$ cat src/source/eeprom_params.svh
`ifndef EEPROM_PARAMS_SVH
`define EEPROM_PARAMS_SVH

// byte address of a 2 Kbyte part
`define EEPROM_ADDR_W 11

`define EEPROM_DATA_W 8

// device type code, top nibble of the control byte
`define EEPROM_CTRL_CODE 4'b1010

// CLK cycles per quarter of an scl bit
`define EEPROM_QUARTER 2

`endif

$ cat src/source/eeprom_pkg.sv
`include "eeprom_params.svh"

package eeprom_pkg;

    typedef enum logic {
        CMD_WRITE = 1'b0,
        CMD_READ  = 1'b1
    } cmd_e;

    typedef struct packed {
        cmd_e                      cmd;
        logic [`EEPROM_ADDR_W-1:0] addr;
        logic [`EEPROM_DATA_W-1:0] wdata;
    } eeprom_req_t;

    typedef struct packed {
        logic [`EEPROM_DATA_W-1:0] rdata;  // zero for writes
        logic                      nack;
    } eeprom_rsp_t;

    typedef enum logic [1:0] {
        OP_START,
        OP_STOP,
        OP_BYTE_OUT,
        OP_BYTE_IN
    } bit_op_e;

    typedef struct packed {
        bit_op_e                   op;
        logic [`EEPROM_DATA_W-1:0] data;
    } bit_cmd_t;

    typedef struct packed {
        logic [`EEPROM_DATA_W-1:0] rdata;
        logic                      ack_missing;
    } bit_done_t;

    typedef enum logic [3:0] {
        C_IDLE,
        C_START,
        C_CTRL_WR,
        C_ADDR,
        C_DATA_WR,
        C_RESTART,
        C_CTRL_RD,
        C_DATA_RD,
        C_STOP,
        C_RESPOND
    } ctrl_state_e;

    typedef enum logic [2:0] {
        E_IDLE,
        E_START,
        E_STOP,
        E_BYTE_OUT,
        E_BYTE_IN
    } engine_state_e;

endpackage

$ cat src/source/eeprom_bit_engine.sv
`include "eeprom_params.svh"

module eeprom_bit_engine (
    input  logic                  CLK,
    input  logic                  RESET,
    input  logic                  op_valid,
    output logic                  op_ready,
    input  eeprom_pkg::bit_cmd_t  op,
    output logic                  op_done,
    output eeprom_pkg::bit_done_t result,
    output logic                  scl,
    output logic                  sda_oe,
    output logic                  sda_out,
    input  logic                  sda_in
);
    import eeprom_pkg::*;

    localparam int cnt_w = (`EEPROM_QUARTER > 1) ? $clog2(`EEPROM_QUARTER) : 1;
    localparam logic [cnt_w-1:0] q_last = cnt_w'(`EEPROM_QUARTER - 1);
    localparam logic [3:0] ack_slot = 4'(`EEPROM_DATA_W);   // ninth bit
    localparam logic [3:0] last_data = ack_slot - 4'd1;

    engine_state_e             state;
    logic [cnt_w-1:0]          qcnt;      // CLK within a quarter
    logic [1:0]                quarter;
    logic [3:0]                bitcnt;
    logic [`EEPROM_DATA_W-1:0] shreg;
    logic [`EEPROM_DATA_W-1:0] inreg;
    logic                      ack_level;
    logic                      accept;
    logic                      last_q;
    logic                      sample;
    logic                      bit_end;
    logic                      op_end;

    assign op_ready = (state == E_IDLE);
    assign accept   = op_valid && op_ready;
    assign last_q   = (qcnt == q_last);

    // sda read at the end of the third quarter, scl high
    assign sample  = !op_ready && last_q && (quarter == 2'd2);
    assign bit_end = !op_ready && last_q && (quarter == 2'd3);
    assign op_end  = bit_end && ((state == E_START) || (state == E_STOP) ||
                                 (bitcnt == ack_slot));

    always_ff @(posedge CLK)
    begin
        if (RESET)
        begin
            state   <= E_IDLE;
            qcnt    <= '0;
            quarter <= '0;
            bitcnt  <= '0;
            scl     <= 1'b1;
            sda_oe  <= 1'b0;
            sda_out <= 1'b1;
            op_done <= 1'b0;
        end
        else
        begin
            op_done <= 1'b0;
            if (accept)
            begin
                qcnt    <= '0;
                quarter <= '0;
                bitcnt  <= '0;
                scl     <= 1'b0;   // every op opens with scl low
                case (op.op)
                    OP_START:
                    begin
                        state   <= E_START;
                        sda_oe  <= 1'b1;
                        sda_out <= 1'b1;
                    end
                    OP_STOP:
                    begin
                        state   <= E_STOP;
                        sda_oe  <= 1'b1;
                        sda_out <= 1'b0;
                    end
                    OP_BYTE_OUT:
                    begin
                        state   <= E_BYTE_OUT;
                        sda_oe  <= 1'b1;
                        sda_out <= op.data[`EEPROM_DATA_W-1];   // msb first
                    end
                    default:
                    begin
                        state   <= E_BYTE_IN;
                        sda_oe  <= 1'b0;
                        sda_out <= 1'b1;
                    end
                endcase
            end
            else if (!op_ready)
            begin
                if (!last_q)
                    qcnt <= qcnt + 1'b1;
                else
                begin
                    qcnt    <= '0;
                    quarter <= quarter + 2'd1;
                    case (quarter)
                        2'd1:
                            scl <= 1'b1;
                        2'd2:
                        begin
                            if (state == E_START)
                                sda_out <= 1'b0;   // start condition
                            if (state == E_STOP)
                            begin
                                sda_oe  <= 1'b0;   // release, bus goes high
                                sda_out <= 1'b1;
                            end
                        end
                        2'd3:
                        begin
                            if (op_end)
                            begin
                                state   <= E_IDLE;
                                op_done <= 1'b1;
                            end
                            else
                            begin
                                bitcnt <= bitcnt + 4'd1;
                                scl    <= 1'b0;
                                if (state == E_BYTE_OUT)
                                begin
                                    // slave owns the ack slot
                                    sda_oe  <= (bitcnt != last_data);
                                    sda_out <= shreg[`EEPROM_DATA_W-2];
                                end
                                else
                                begin
                                    sda_oe  <= (bitcnt == last_data);   // master nack
                                    sda_out <= 1'b1;
                                end
                            end
                        end
                        default: ;
                    endcase
                end
            end
        end
    end

    always_ff @(posedge CLK)
    begin
        if (accept)
        begin
            shreg <= op.data;
            inreg <= '0;
        end
        else if (bit_end)
            shreg <= {shreg[`EEPROM_DATA_W-2:0], 1'b0};

        if (sample && (state == E_BYTE_IN) && (bitcnt != ack_slot))
            inreg <= {inreg[`EEPROM_DATA_W-2:0], sda_in};
        if (sample)
            ack_level <= sda_in;   // last one is the ninth bit

        if (op_end)
        begin
            result.rdata       <= (state == E_BYTE_IN) ? inreg : '0;
            result.ack_missing <= (state == E_BYTE_OUT) && ack_level;
        end
    end

endmodule

$ cat src/source/eeprom_ctrl.sv
`include "eeprom_params.svh"

module eeprom_ctrl (
    input  logic                    CLK,
    input  logic                    RESET,
    input  logic                    req_valid,
    output logic                    req_ready,
    input  eeprom_pkg::eeprom_req_t req,
    output logic                    rsp_valid,
    output eeprom_pkg::eeprom_rsp_t rsp,
    output logic                    op_valid,
    input  logic                    op_ready,
    output eeprom_pkg::bit_cmd_t    op,
    input  logic                    op_done,
    input  eeprom_pkg::bit_done_t   result
);
    import eeprom_pkg::*;

    ctrl_state_e                              state;
    ctrl_state_e                              step;      // state after the current op
    eeprom_req_t                              req_q;
    logic [`EEPROM_DATA_W-1:0]                rdata_q;
    logic                                     issued;    // op taken by the engine
    logic                                     nack;
    logic                                     is_read;
    logic [`EEPROM_ADDR_W-`EEPROM_DATA_W-1:0] block;

    assign req_ready = (state == C_IDLE);
    assign rsp_valid = (state == C_RESPOND);
    assign rsp.rdata = rdata_q;
    assign rsp.nack  = nack;

    assign is_read = (req_q.cmd == CMD_READ);
    // upper address bits ride in the control byte
    assign block   = req_q.addr[`EEPROM_ADDR_W-1:`EEPROM_DATA_W];

    assign op_valid = !issued && (state != C_IDLE) && (state != C_RESPOND);

    always_comb
    begin
        op.op   = OP_START;
        op.data = '0;
        case (state)
            C_CTRL_WR:
            begin
                op.op   = OP_BYTE_OUT;
                op.data = {`EEPROM_CTRL_CODE, block, 1'b0};
            end
            C_ADDR:
            begin
                op.op   = OP_BYTE_OUT;
                op.data = req_q.addr[`EEPROM_DATA_W-1:0];
            end
            C_DATA_WR:
            begin
                op.op   = OP_BYTE_OUT;
                op.data = req_q.wdata;
            end
            C_CTRL_RD:
            begin
                op.op   = OP_BYTE_OUT;
                op.data = {`EEPROM_CTRL_CODE, block, 1'b1};   // read bit set
            end
            C_DATA_RD:
                op.op = OP_BYTE_IN;
            C_STOP:
                op.op = OP_STOP;
            default: ;   // start and repeated start
        endcase
    end

    always_comb
    begin
        case (state)
            C_START:   step = C_CTRL_WR;
            C_CTRL_WR: step = C_ADDR;
            C_ADDR:    step = is_read ? C_RESTART : C_DATA_WR;
            C_RESTART: step = C_CTRL_RD;
            C_CTRL_RD: step = C_DATA_RD;
            C_STOP:    step = C_RESPOND;
            default:   step = C_STOP;   // data bytes close with stop
        endcase
        if (result.ack_missing)
            step = C_STOP;   // abort on missing ack
    end

    always_ff @(posedge CLK)
    begin
        if (RESET)
        begin
            state  <= C_IDLE;
            issued <= 1'b0;
            nack   <= 1'b0;
        end
        else
        begin
            case (state)
                C_IDLE:
                    if (req_valid && req_ready)
                    begin
                        state <= C_START;
                        nack  <= 1'b0;
                    end
                C_RESPOND:
                    state <= C_IDLE;
                default:
                    if (op_done)
                    begin
                        state  <= step;
                        issued <= 1'b0;
                        if (result.ack_missing)
                            nack <= 1'b1;   // sticky until next request
                    end
                    else if (op_valid && op_ready)
                        issued <= 1'b1;
            endcase
        end
    end

    always_ff @(posedge CLK)
    begin
        if (req_valid && req_ready)
        begin
            req_q   <= req;
            rdata_q <= '0;
        end
        else if (op_done && (state == C_DATA_RD))
            rdata_q <= result.rdata;
    end

endmodule

$ cat src/source/eeprom_top.sv
module eeprom_top (
    input  logic                    CLK,
    input  logic                    RESET,
    input  logic                    req_valid,
    output logic                    req_ready,
    input  eeprom_pkg::eeprom_req_t req,
    output logic                    rsp_valid,
    output eeprom_pkg::eeprom_rsp_t rsp,
    output logic                    scl,
    output logic                    sda_oe,
    output logic                    sda_out,
    input  logic                    sda_in
);
    import eeprom_pkg::*;

    // sequencer to bit engine
    logic      op_valid;
    logic      op_ready;
    bit_cmd_t  op;
    logic      op_done;
    bit_done_t result;

    eeprom_ctrl ctrl_i (
        .CLK       (CLK),
        .RESET     (RESET),
        .req_valid (req_valid),
        .req_ready (req_ready),
        .req       (req),
        .rsp_valid (rsp_valid),
        .rsp       (rsp),
        .op_valid  (op_valid),
        .op_ready  (op_ready),
        .op        (op),
        .op_done   (op_done),
        .result    (result)
    );

    eeprom_bit_engine engine_i (
        .CLK      (CLK),
        .RESET    (RESET),
        .op_valid (op_valid),
        .op_ready (op_ready),
        .op       (op),
        .op_done  (op_done),
        .result   (result),
        .scl      (scl),
        .sda_oe   (sda_oe),
        .sda_out  (sda_out),
        .sda_in   (sda_in)
    );

endmodule

$ cat config.mk
export PLATFORM = sky130hd
export DESIGN_NAME = eeprom_top
export DESIGN_NICKNAME = d
export VERILOG_FILES = /design/src/source/eeprom_pkg.sv /design/src/source/eeprom_bit_engine.sv /design/src/source/eeprom_ctrl.sv /design/src/source/eeprom_top.sv
export VERILOG_INCLUDE_DIRS = /design/src /design/src/source
export SDC_FILE = /design/constraint.sdc
export NUM_CORES = 1
export LEC_CHECK = 0
export BUFFER_PORTS_ARGS = -buffer_cell sky130_fd_sc_hd__buf_2
export CAP_MARGIN = 20
export CORE_MARGIN = 2
export CORE_UTILIZATION = 52
export DETAILED_ROUTE_END_ITERATION = 10
export GPL_TIMING_DRIVEN = 0
export PLACE_DENSITY = 0.82
export REMOVE_ABC_BUFFERS = 1
export SLEW_MARGIN = 20
export SYNTH_ARGS = -nofsm -noshare
export SYNTH_HDL_FRONTEND = slang
export SYNTH_SLANG_ARGS = --single-unit
$ cat constraint.sdc
create_clock -name CLK -period 1.9 [get_ports CLK]
set_input_delay 0.285 -clock CLK [delete_from_list [all_inputs] [get_ports CLK]]
set_output_delay 0.285 -clock CLK [all_outputs]
set_load 0.1 [all_outputs]
== Word level (Yosys, flattened, before mapping) ==
Cells that the tools add are included.

* Flip-flop bits (word level): 73
* Input port bits: 24
* Word-level logic and storage cells: 150

* $add $sub $neg: 3
* Eq/ne operators: 28
* Mux-type cells: 48
* Bitwise logic cells: 6
* Reduce and logical (&&, ||, !) cells: 45

{| class="wikitable"
|+ Operators by type and width
! cell !! number
|-
| 8-bit case mux with 4 select lines || 1
|-
| 1-bit two-way mux || 26
|-
| 4-bit case mux with 6 select lines || 1
|-
| 4-bit by 3-bit equality test with 1-bit output, second input constant || 5
|-
| 8-bit two-way mux || 2
|-
| 4-bit AND reduction || 4
|-
| 2-bit nonzero test || 8
|-
| 3-bit two-way mux || 5
|-
| 7-bit two-way mux || 2
|-
| 4-bit equality test, second input constant || 3
|-
| 1-bit logical AND || 12
|-
| 4-bit two-way mux || 3
|-
| 1-bit case mux with 2 select lines || 5
|-
| 5-bit AND reduction || 2
|-
| 3-bit case mux with 3 select lines || 1
|-
| 3-bit nonzero test || 3
|-
| 4-bit by 2-bit equality test with 1-bit output, second input constant || 2
|-
| 4-bit by 3-bit != test with 1-bit output, second input constant || 2
|-
| 4-bit != test, second input constant || 2
|-
| 4-bit case mux with 2 select lines || 1
|-
| 2-bit equality test, second input constant || 3
|-
| 3-bit by 2-bit equality test with 1-bit output, second input constant || 2
|-
| 3-bit by 2-bit != test with 1-bit output, second input constant || 2
|-
| 1-bit inverter || 6
|-
| 20 further kinds || 27
|}

== Depth between registers and ports, before layout ==
* Word-level depth: 10
* Gate-level depth with buffers: 10

== Modules after synthesis ==
Synthesis repeated with hierarchy kept, for this count alone.

* Cells, all modules: 302
* Area total of the unflattened synthesis: 3344.5 µm²

{| class="wikitable"
|+ By module, submodules not included
! module !! times used !! cells an instance !! area an instance (µm²)
|-
| eeprom_bit_engine || 1 || 178 || 1903.1
|-
| eeprom_ctrl || 1 || 124 || 1441.4
|}

== Worst setup path before layout ==
OpenSTA, ideal clock, no wires.

* Path kind: reg2reg
* From: register ctrl_i.state[3]
* To: register ctrl_i.req_q (netlist bit ctrl_i.block[0]), enable pin
* Data arrival time: 4570 ps
* Path slack: -3061 ps
* Stages on the path, launching flop included: 5
* Buffers on the path: 2
* Period minus slack after synthesis: 4961 ps
* Cell sequence: dfxtp_1 clkbuf_1 nor4_1 and2_1 clkbuf_1

* Longest elaborated chain between the ends: 2

{| class="wikitable"
|+ Ends and longest elaborated chain
! what !! line !! source
|-
| from (decl) || eeprom_ctrl.sv:19 || <nowiki>ctrl_state_e state;</nowiki>
|-
| from (signal assigned) || eeprom_ctrl.sv:109 || <nowiki>state <= step;</nowiki>
|-
| 4-bit zero test || eeprom_ctrl.sv:28 || <nowiki>assign req_ready = (state == C_IDLE);</nowiki>
|-
| via req_ready || eeprom_top.sv:5 || <nowiki>output logic req_ready,</nowiki>
|-
| 1-bit logical AND || eeprom_ctrl.sv:122 || <nowiki>if (req_valid && req_ready)</nowiki>
|-
| to (signal assigned) || eeprom_ctrl.sv:124 || <nowiki>req_q <= req;</nowiki>
|-
| to (decl) || eeprom_ctrl.sv:21 || <nowiki>eeprom_req_t req_q;</nowiki>
|}

The timed path passes the listed nets, and every way through them passes these cells.
A chain may end at the register's enable or synchronous reset.

== Worst setup path in the final report ==
* From: register engine_i.state[0]
* To: register engine_i.inreg[1], enable pin

* Longest elaborated chain between the ends: 7
* Elaborated cells between the ends (all ways): 9
* Classes of those cells: 1 x eq/ne; 8 x reduce/logical

{| class="wikitable"
|+ Ends and longest elaborated chain
! what !! line !! source
|-
| from (decl) || eeprom_bit_engine.sv:23 || <nowiki>engine_state_e state;</nowiki>
|-
| from (signal assigned) || eeprom_bit_engine.sv:50 || <nowiki>state <= E_IDLE;</nowiki>
|-
| from (signal assigned) || eeprom_bit_engine.sv:71 || <nowiki>state <= E_START;</nowiki>
|-
| from (signal assigned) || eeprom_bit_engine.sv:77 || <nowiki>state <= E_STOP;</nowiki>
|-
| 3-bit zero test || eeprom_bit_engine.sv:36 || <nowiki>assign op_ready = (state == E_IDLE);</nowiki>
|-
| 1-bit zero test || eeprom_bit_engine.sv:41 || <nowiki>assign sample = !op_ready && last_q && (quarter == 2'd2);</nowiki>
|-
| 1-bit logical AND (2 in series) || eeprom_bit_engine.sv:41 ||
|-
| 1-bit logical AND (2 in series) || eeprom_bit_engine.sv:157 || <nowiki>if (sample && (state == E_BYTE_IN) && (bitcnt != ack_slot))</nowiki>
|-
| 2-bit nonzero test (no line) * || - ||
|-
| to (signal assigned) || eeprom_bit_engine.sv:158 || <nowiki>inreg <= {inreg[`EEPROM_DATA_W-2:0], sda_in};</nowiki>
|-
| to (decl) || eeprom_bit_engine.sv:28 || <nowiki>logic [`EEPROM_DATA_W-1:0] inreg;</nowiki>
|}

Every way passes the cells marked *; elsewhere a longest branch is shown, timed or not.

==> results.json <==
{
  "outcome": "finished, final reports clean",
  "grt_pass1_vias": 2249,
  "max_freq_mhz": 545.0,
  "seq_area_frac_synth_pct": 57.40,
  "h-tree-depth": 3,
  "synth_edf_count": 45,
  "final_cell_mix": "edfxtp_1 (45), buf_2 (35), nor2_1 (32)",
  "die_area_mm2": 0.007061,
  "crit_chain": "or3_4 -> and3_1 -> and3b_2 -> or2_4",
  "relSlewSlack_pct": 59.66,
  "clock-skew-final_ns": 0.01357,
  "whs_ns": 0.1069,
  "start_util_pct": 53.06,
  "syn-cell-area_mm2": 0.003331,
  "clock-sinks": 73,
  "drive_gt1_share_pct": 25.15,
  "start_kind": "register",
  "setup_viol": 0,
  "grt_overflow": 0,
  "yosysUniqueCellTypes": 51,
  "grt_pass1_wl_um": 10420,
  "fin_crit_sh_pct": 96.58,
  "peakVddDrop_mv": 0.7824,
  "dp.cells": 398,
  "cts_tree": "built",
  "stdcell_count": 419,
  "p_per_area_mw_per_mm2": 1096,
  "required_ns": 2.01,
  "root_buffer": "clkbuf_8",
  "viasPerCell": 5.640,
  "fillers": 495,
  "path_class": "reg -> reg",
  "cap_violations": 0,
  "place.port_buffers": 37,
  "cts_buffer_depth": 2,
  "die_width_um": 84.03,
  "postRouteAntennaNets": 0,
  "num_io_pins": 38,
  "drt_wl_total_um": 6589,
  "die_y_um": 84.03,
  "insertedDiodeCount": 0,
  "worst_pin_slew_ns": 0.6052,
  "grt_use_met2_pct": 31.24,
  "rows": 29,
  "hold_path_class": "in -> reg",
  "layout_commonest_cell": "edfxtp_1",
  "grt_max_degree": 29,
  "p_total_mw": 4.246,
  "power_leakage_nw": 1.511,
  "drt-pass1-iter-count": 5,
  "final_max_slew_viol_count": 0,
  "dr.first_iter.drc_count": 134,
  "clock_latency_ns": 0.35,
  "grt_use_met1_pct": 23.34,
  "avgRoutedWirePerCell_um": 15.73,
  "core_mm2": 0.006277,
  "path_clk_slew_ns": 0.08,
  "crit_arrival_ns": 1.94,
  "cp_max_fo": 9,
  "critPathSlowestCell": "or3_4",
  "finalCriticalPeriod_ns": 1.835,
  "cts_made_buffers": 9,
  "hold_buffers": 0,
  "via_count": 2363,
  "synth_ff_type": "edfxtp_1",
  "end_kind": "register",
  "grt_util_met3_pct": 5.935,
  "areaGrowthSynthToFinish_pct": 16.30,
  "synth-seq-cells": 73,
  "rsz0062_at_grt": "yes",
  "synth_area_per_cell_um2": 10.99,
  "synth_warnings": 0,
  "path_delay_family": "simple AND/OR/NAND/NOR gates",
  "track_usage_pct": 18.82,
  "fin_nets": 369,
  "gp_congestion": 0.7720,
  "async_flop_share_pct": 0,
  "syn_inst": 303,
  "antenna_found_initial": 0,
  "critical_path_buf_inv_count": 0,
  "grt.busiest_layer": "met2",
  "slowest_delay_ns": 0.46,
  "dpl.hpwl_um": 4181,
  "finalHoldViolCount": 0,
  "drc_errors": 0
}
[registers in the layout, indices dropped and copies added, names as in the netlist, 3 cells and up]
| signal | flops |
|---|---|
| ctrl_i.rdata_q | 8 |
| engine_i.bitcnt | 4 |
| ctrl_i.block | 3 |
| engine_i.shreg | 7 |
| ctrl_i.req_q | 16 |
| engine_i.result | 9 |
| engine_i.state | 3 |
| engine_i.inreg | 8 |
| ctrl_i.state | 4 |
[per-layer routing]
layer / share of wire, % / up-vias
li1: - / 1148
met1: 44 / 1137
met2: 50 / 69
met3: 4.8 / 9
met4: 1.5 / 0
met5: 0 / -
[synthesized netlist by cell type (all sizes together), types with 3 or more instances]
library cell	number	area (um2)
a32oi	3	26.28
clkbuf	10	37.54
nor3	7	40.04
ha	8	100.1
nand2	16	60.06
o21ai	13	65.06
o31ai	3	22.52
nand2b	6	37.54
dfxtp	28	560.5
buf	9	61.30
inv	12	45.04
nor2b	8	50.05
xor2	4	35.03
nor2	33	131.4
a22o	4	35.03
a211oi	5	42.54
a21oi	21	105.1
edfxtp	45	1351
or2	3	18.77
and3b	3	26.28
mux2i	9	90.09
and2	21	131.4
xnor2	3	26.28
a22oi	3	22.52
[worst paths after layout]
| path | from | endpoint | slack [ns] | cells past startpoint |
|---|---|---|---|---|
| hold / removal | req[1] | ctrl_i.req_q[1] | 0.11 | 1 |
| hold reg to reg | engine_i.result[5] | ctrl_i.rdata_q[4] | 0.50 | 2 |
| setup reg to reg | engine_i.state[0] | engine_i.inreg[1] | 0.07 | 4 |
| setup / recovery | engine_i.state[0] | engine_i.inreg[1] | 0.07 | 4 |
[through the flow]
stage	util, %	area (um2)	setup TNS [ns]	setup slack (ns)
6_report	61.71	3874	0	0.06501
5_1_grt	61.71	3874	-0.2197	-0.04754
4_1_cts	60.30	3785	0	0.01063
2_1_floorplan	-	3232	-83.90	-2.910
3_5_place_dp	55.97	3513	-29.74	-0.7245
3_3_place_gp	55.97	3513	-24.35	-0.6198
[cell families (layout without fill, tap and decap cells)]
kind of cell / count (synthesis) / in the layout / synth area share (%)
fa+ha+maj: 8 / 8 / 3.005
xor+xnor: 7 / 7 / 1.841
compound gates: 63 / 63 / 12.28
mux: 9 / 9 / 2.705
simple gates: 112 / 112 / 18.45
flops: 73 / 73 / 57.40
buf+inv: 31 / 70 / 4.320
[report_power, final]
part	internal (mW)	leakage, nW	switching (mW)	total, mW
combinational	0.276	0.757	0.574	0.850
sequential	1.90	0.641	0.131	2.04
clock	0.753	0.113	0.608	1.36
total	2.93	1.51	1.31	4.25
[area by class of cell]
type                    count  area, um2  area share (%)
flip-flops and latches     73       1929           49.81
clock inverters             7      101.3           2.616
multi-input cells         199       1338           34.53
repair buffers             42      240.2           6.202
clock buffers               9      123.9           3.198
well taps                  77      96.34           2.487
inverters                  12      45.04           1.163
[timing repair]
action,CTS,global route
gates resized for setup,21,11
setup endpoints to repair,84,37
buffers inserted,0,5
endpoints found under the hold margin,0,0
(Power assumes the default switching activity.)
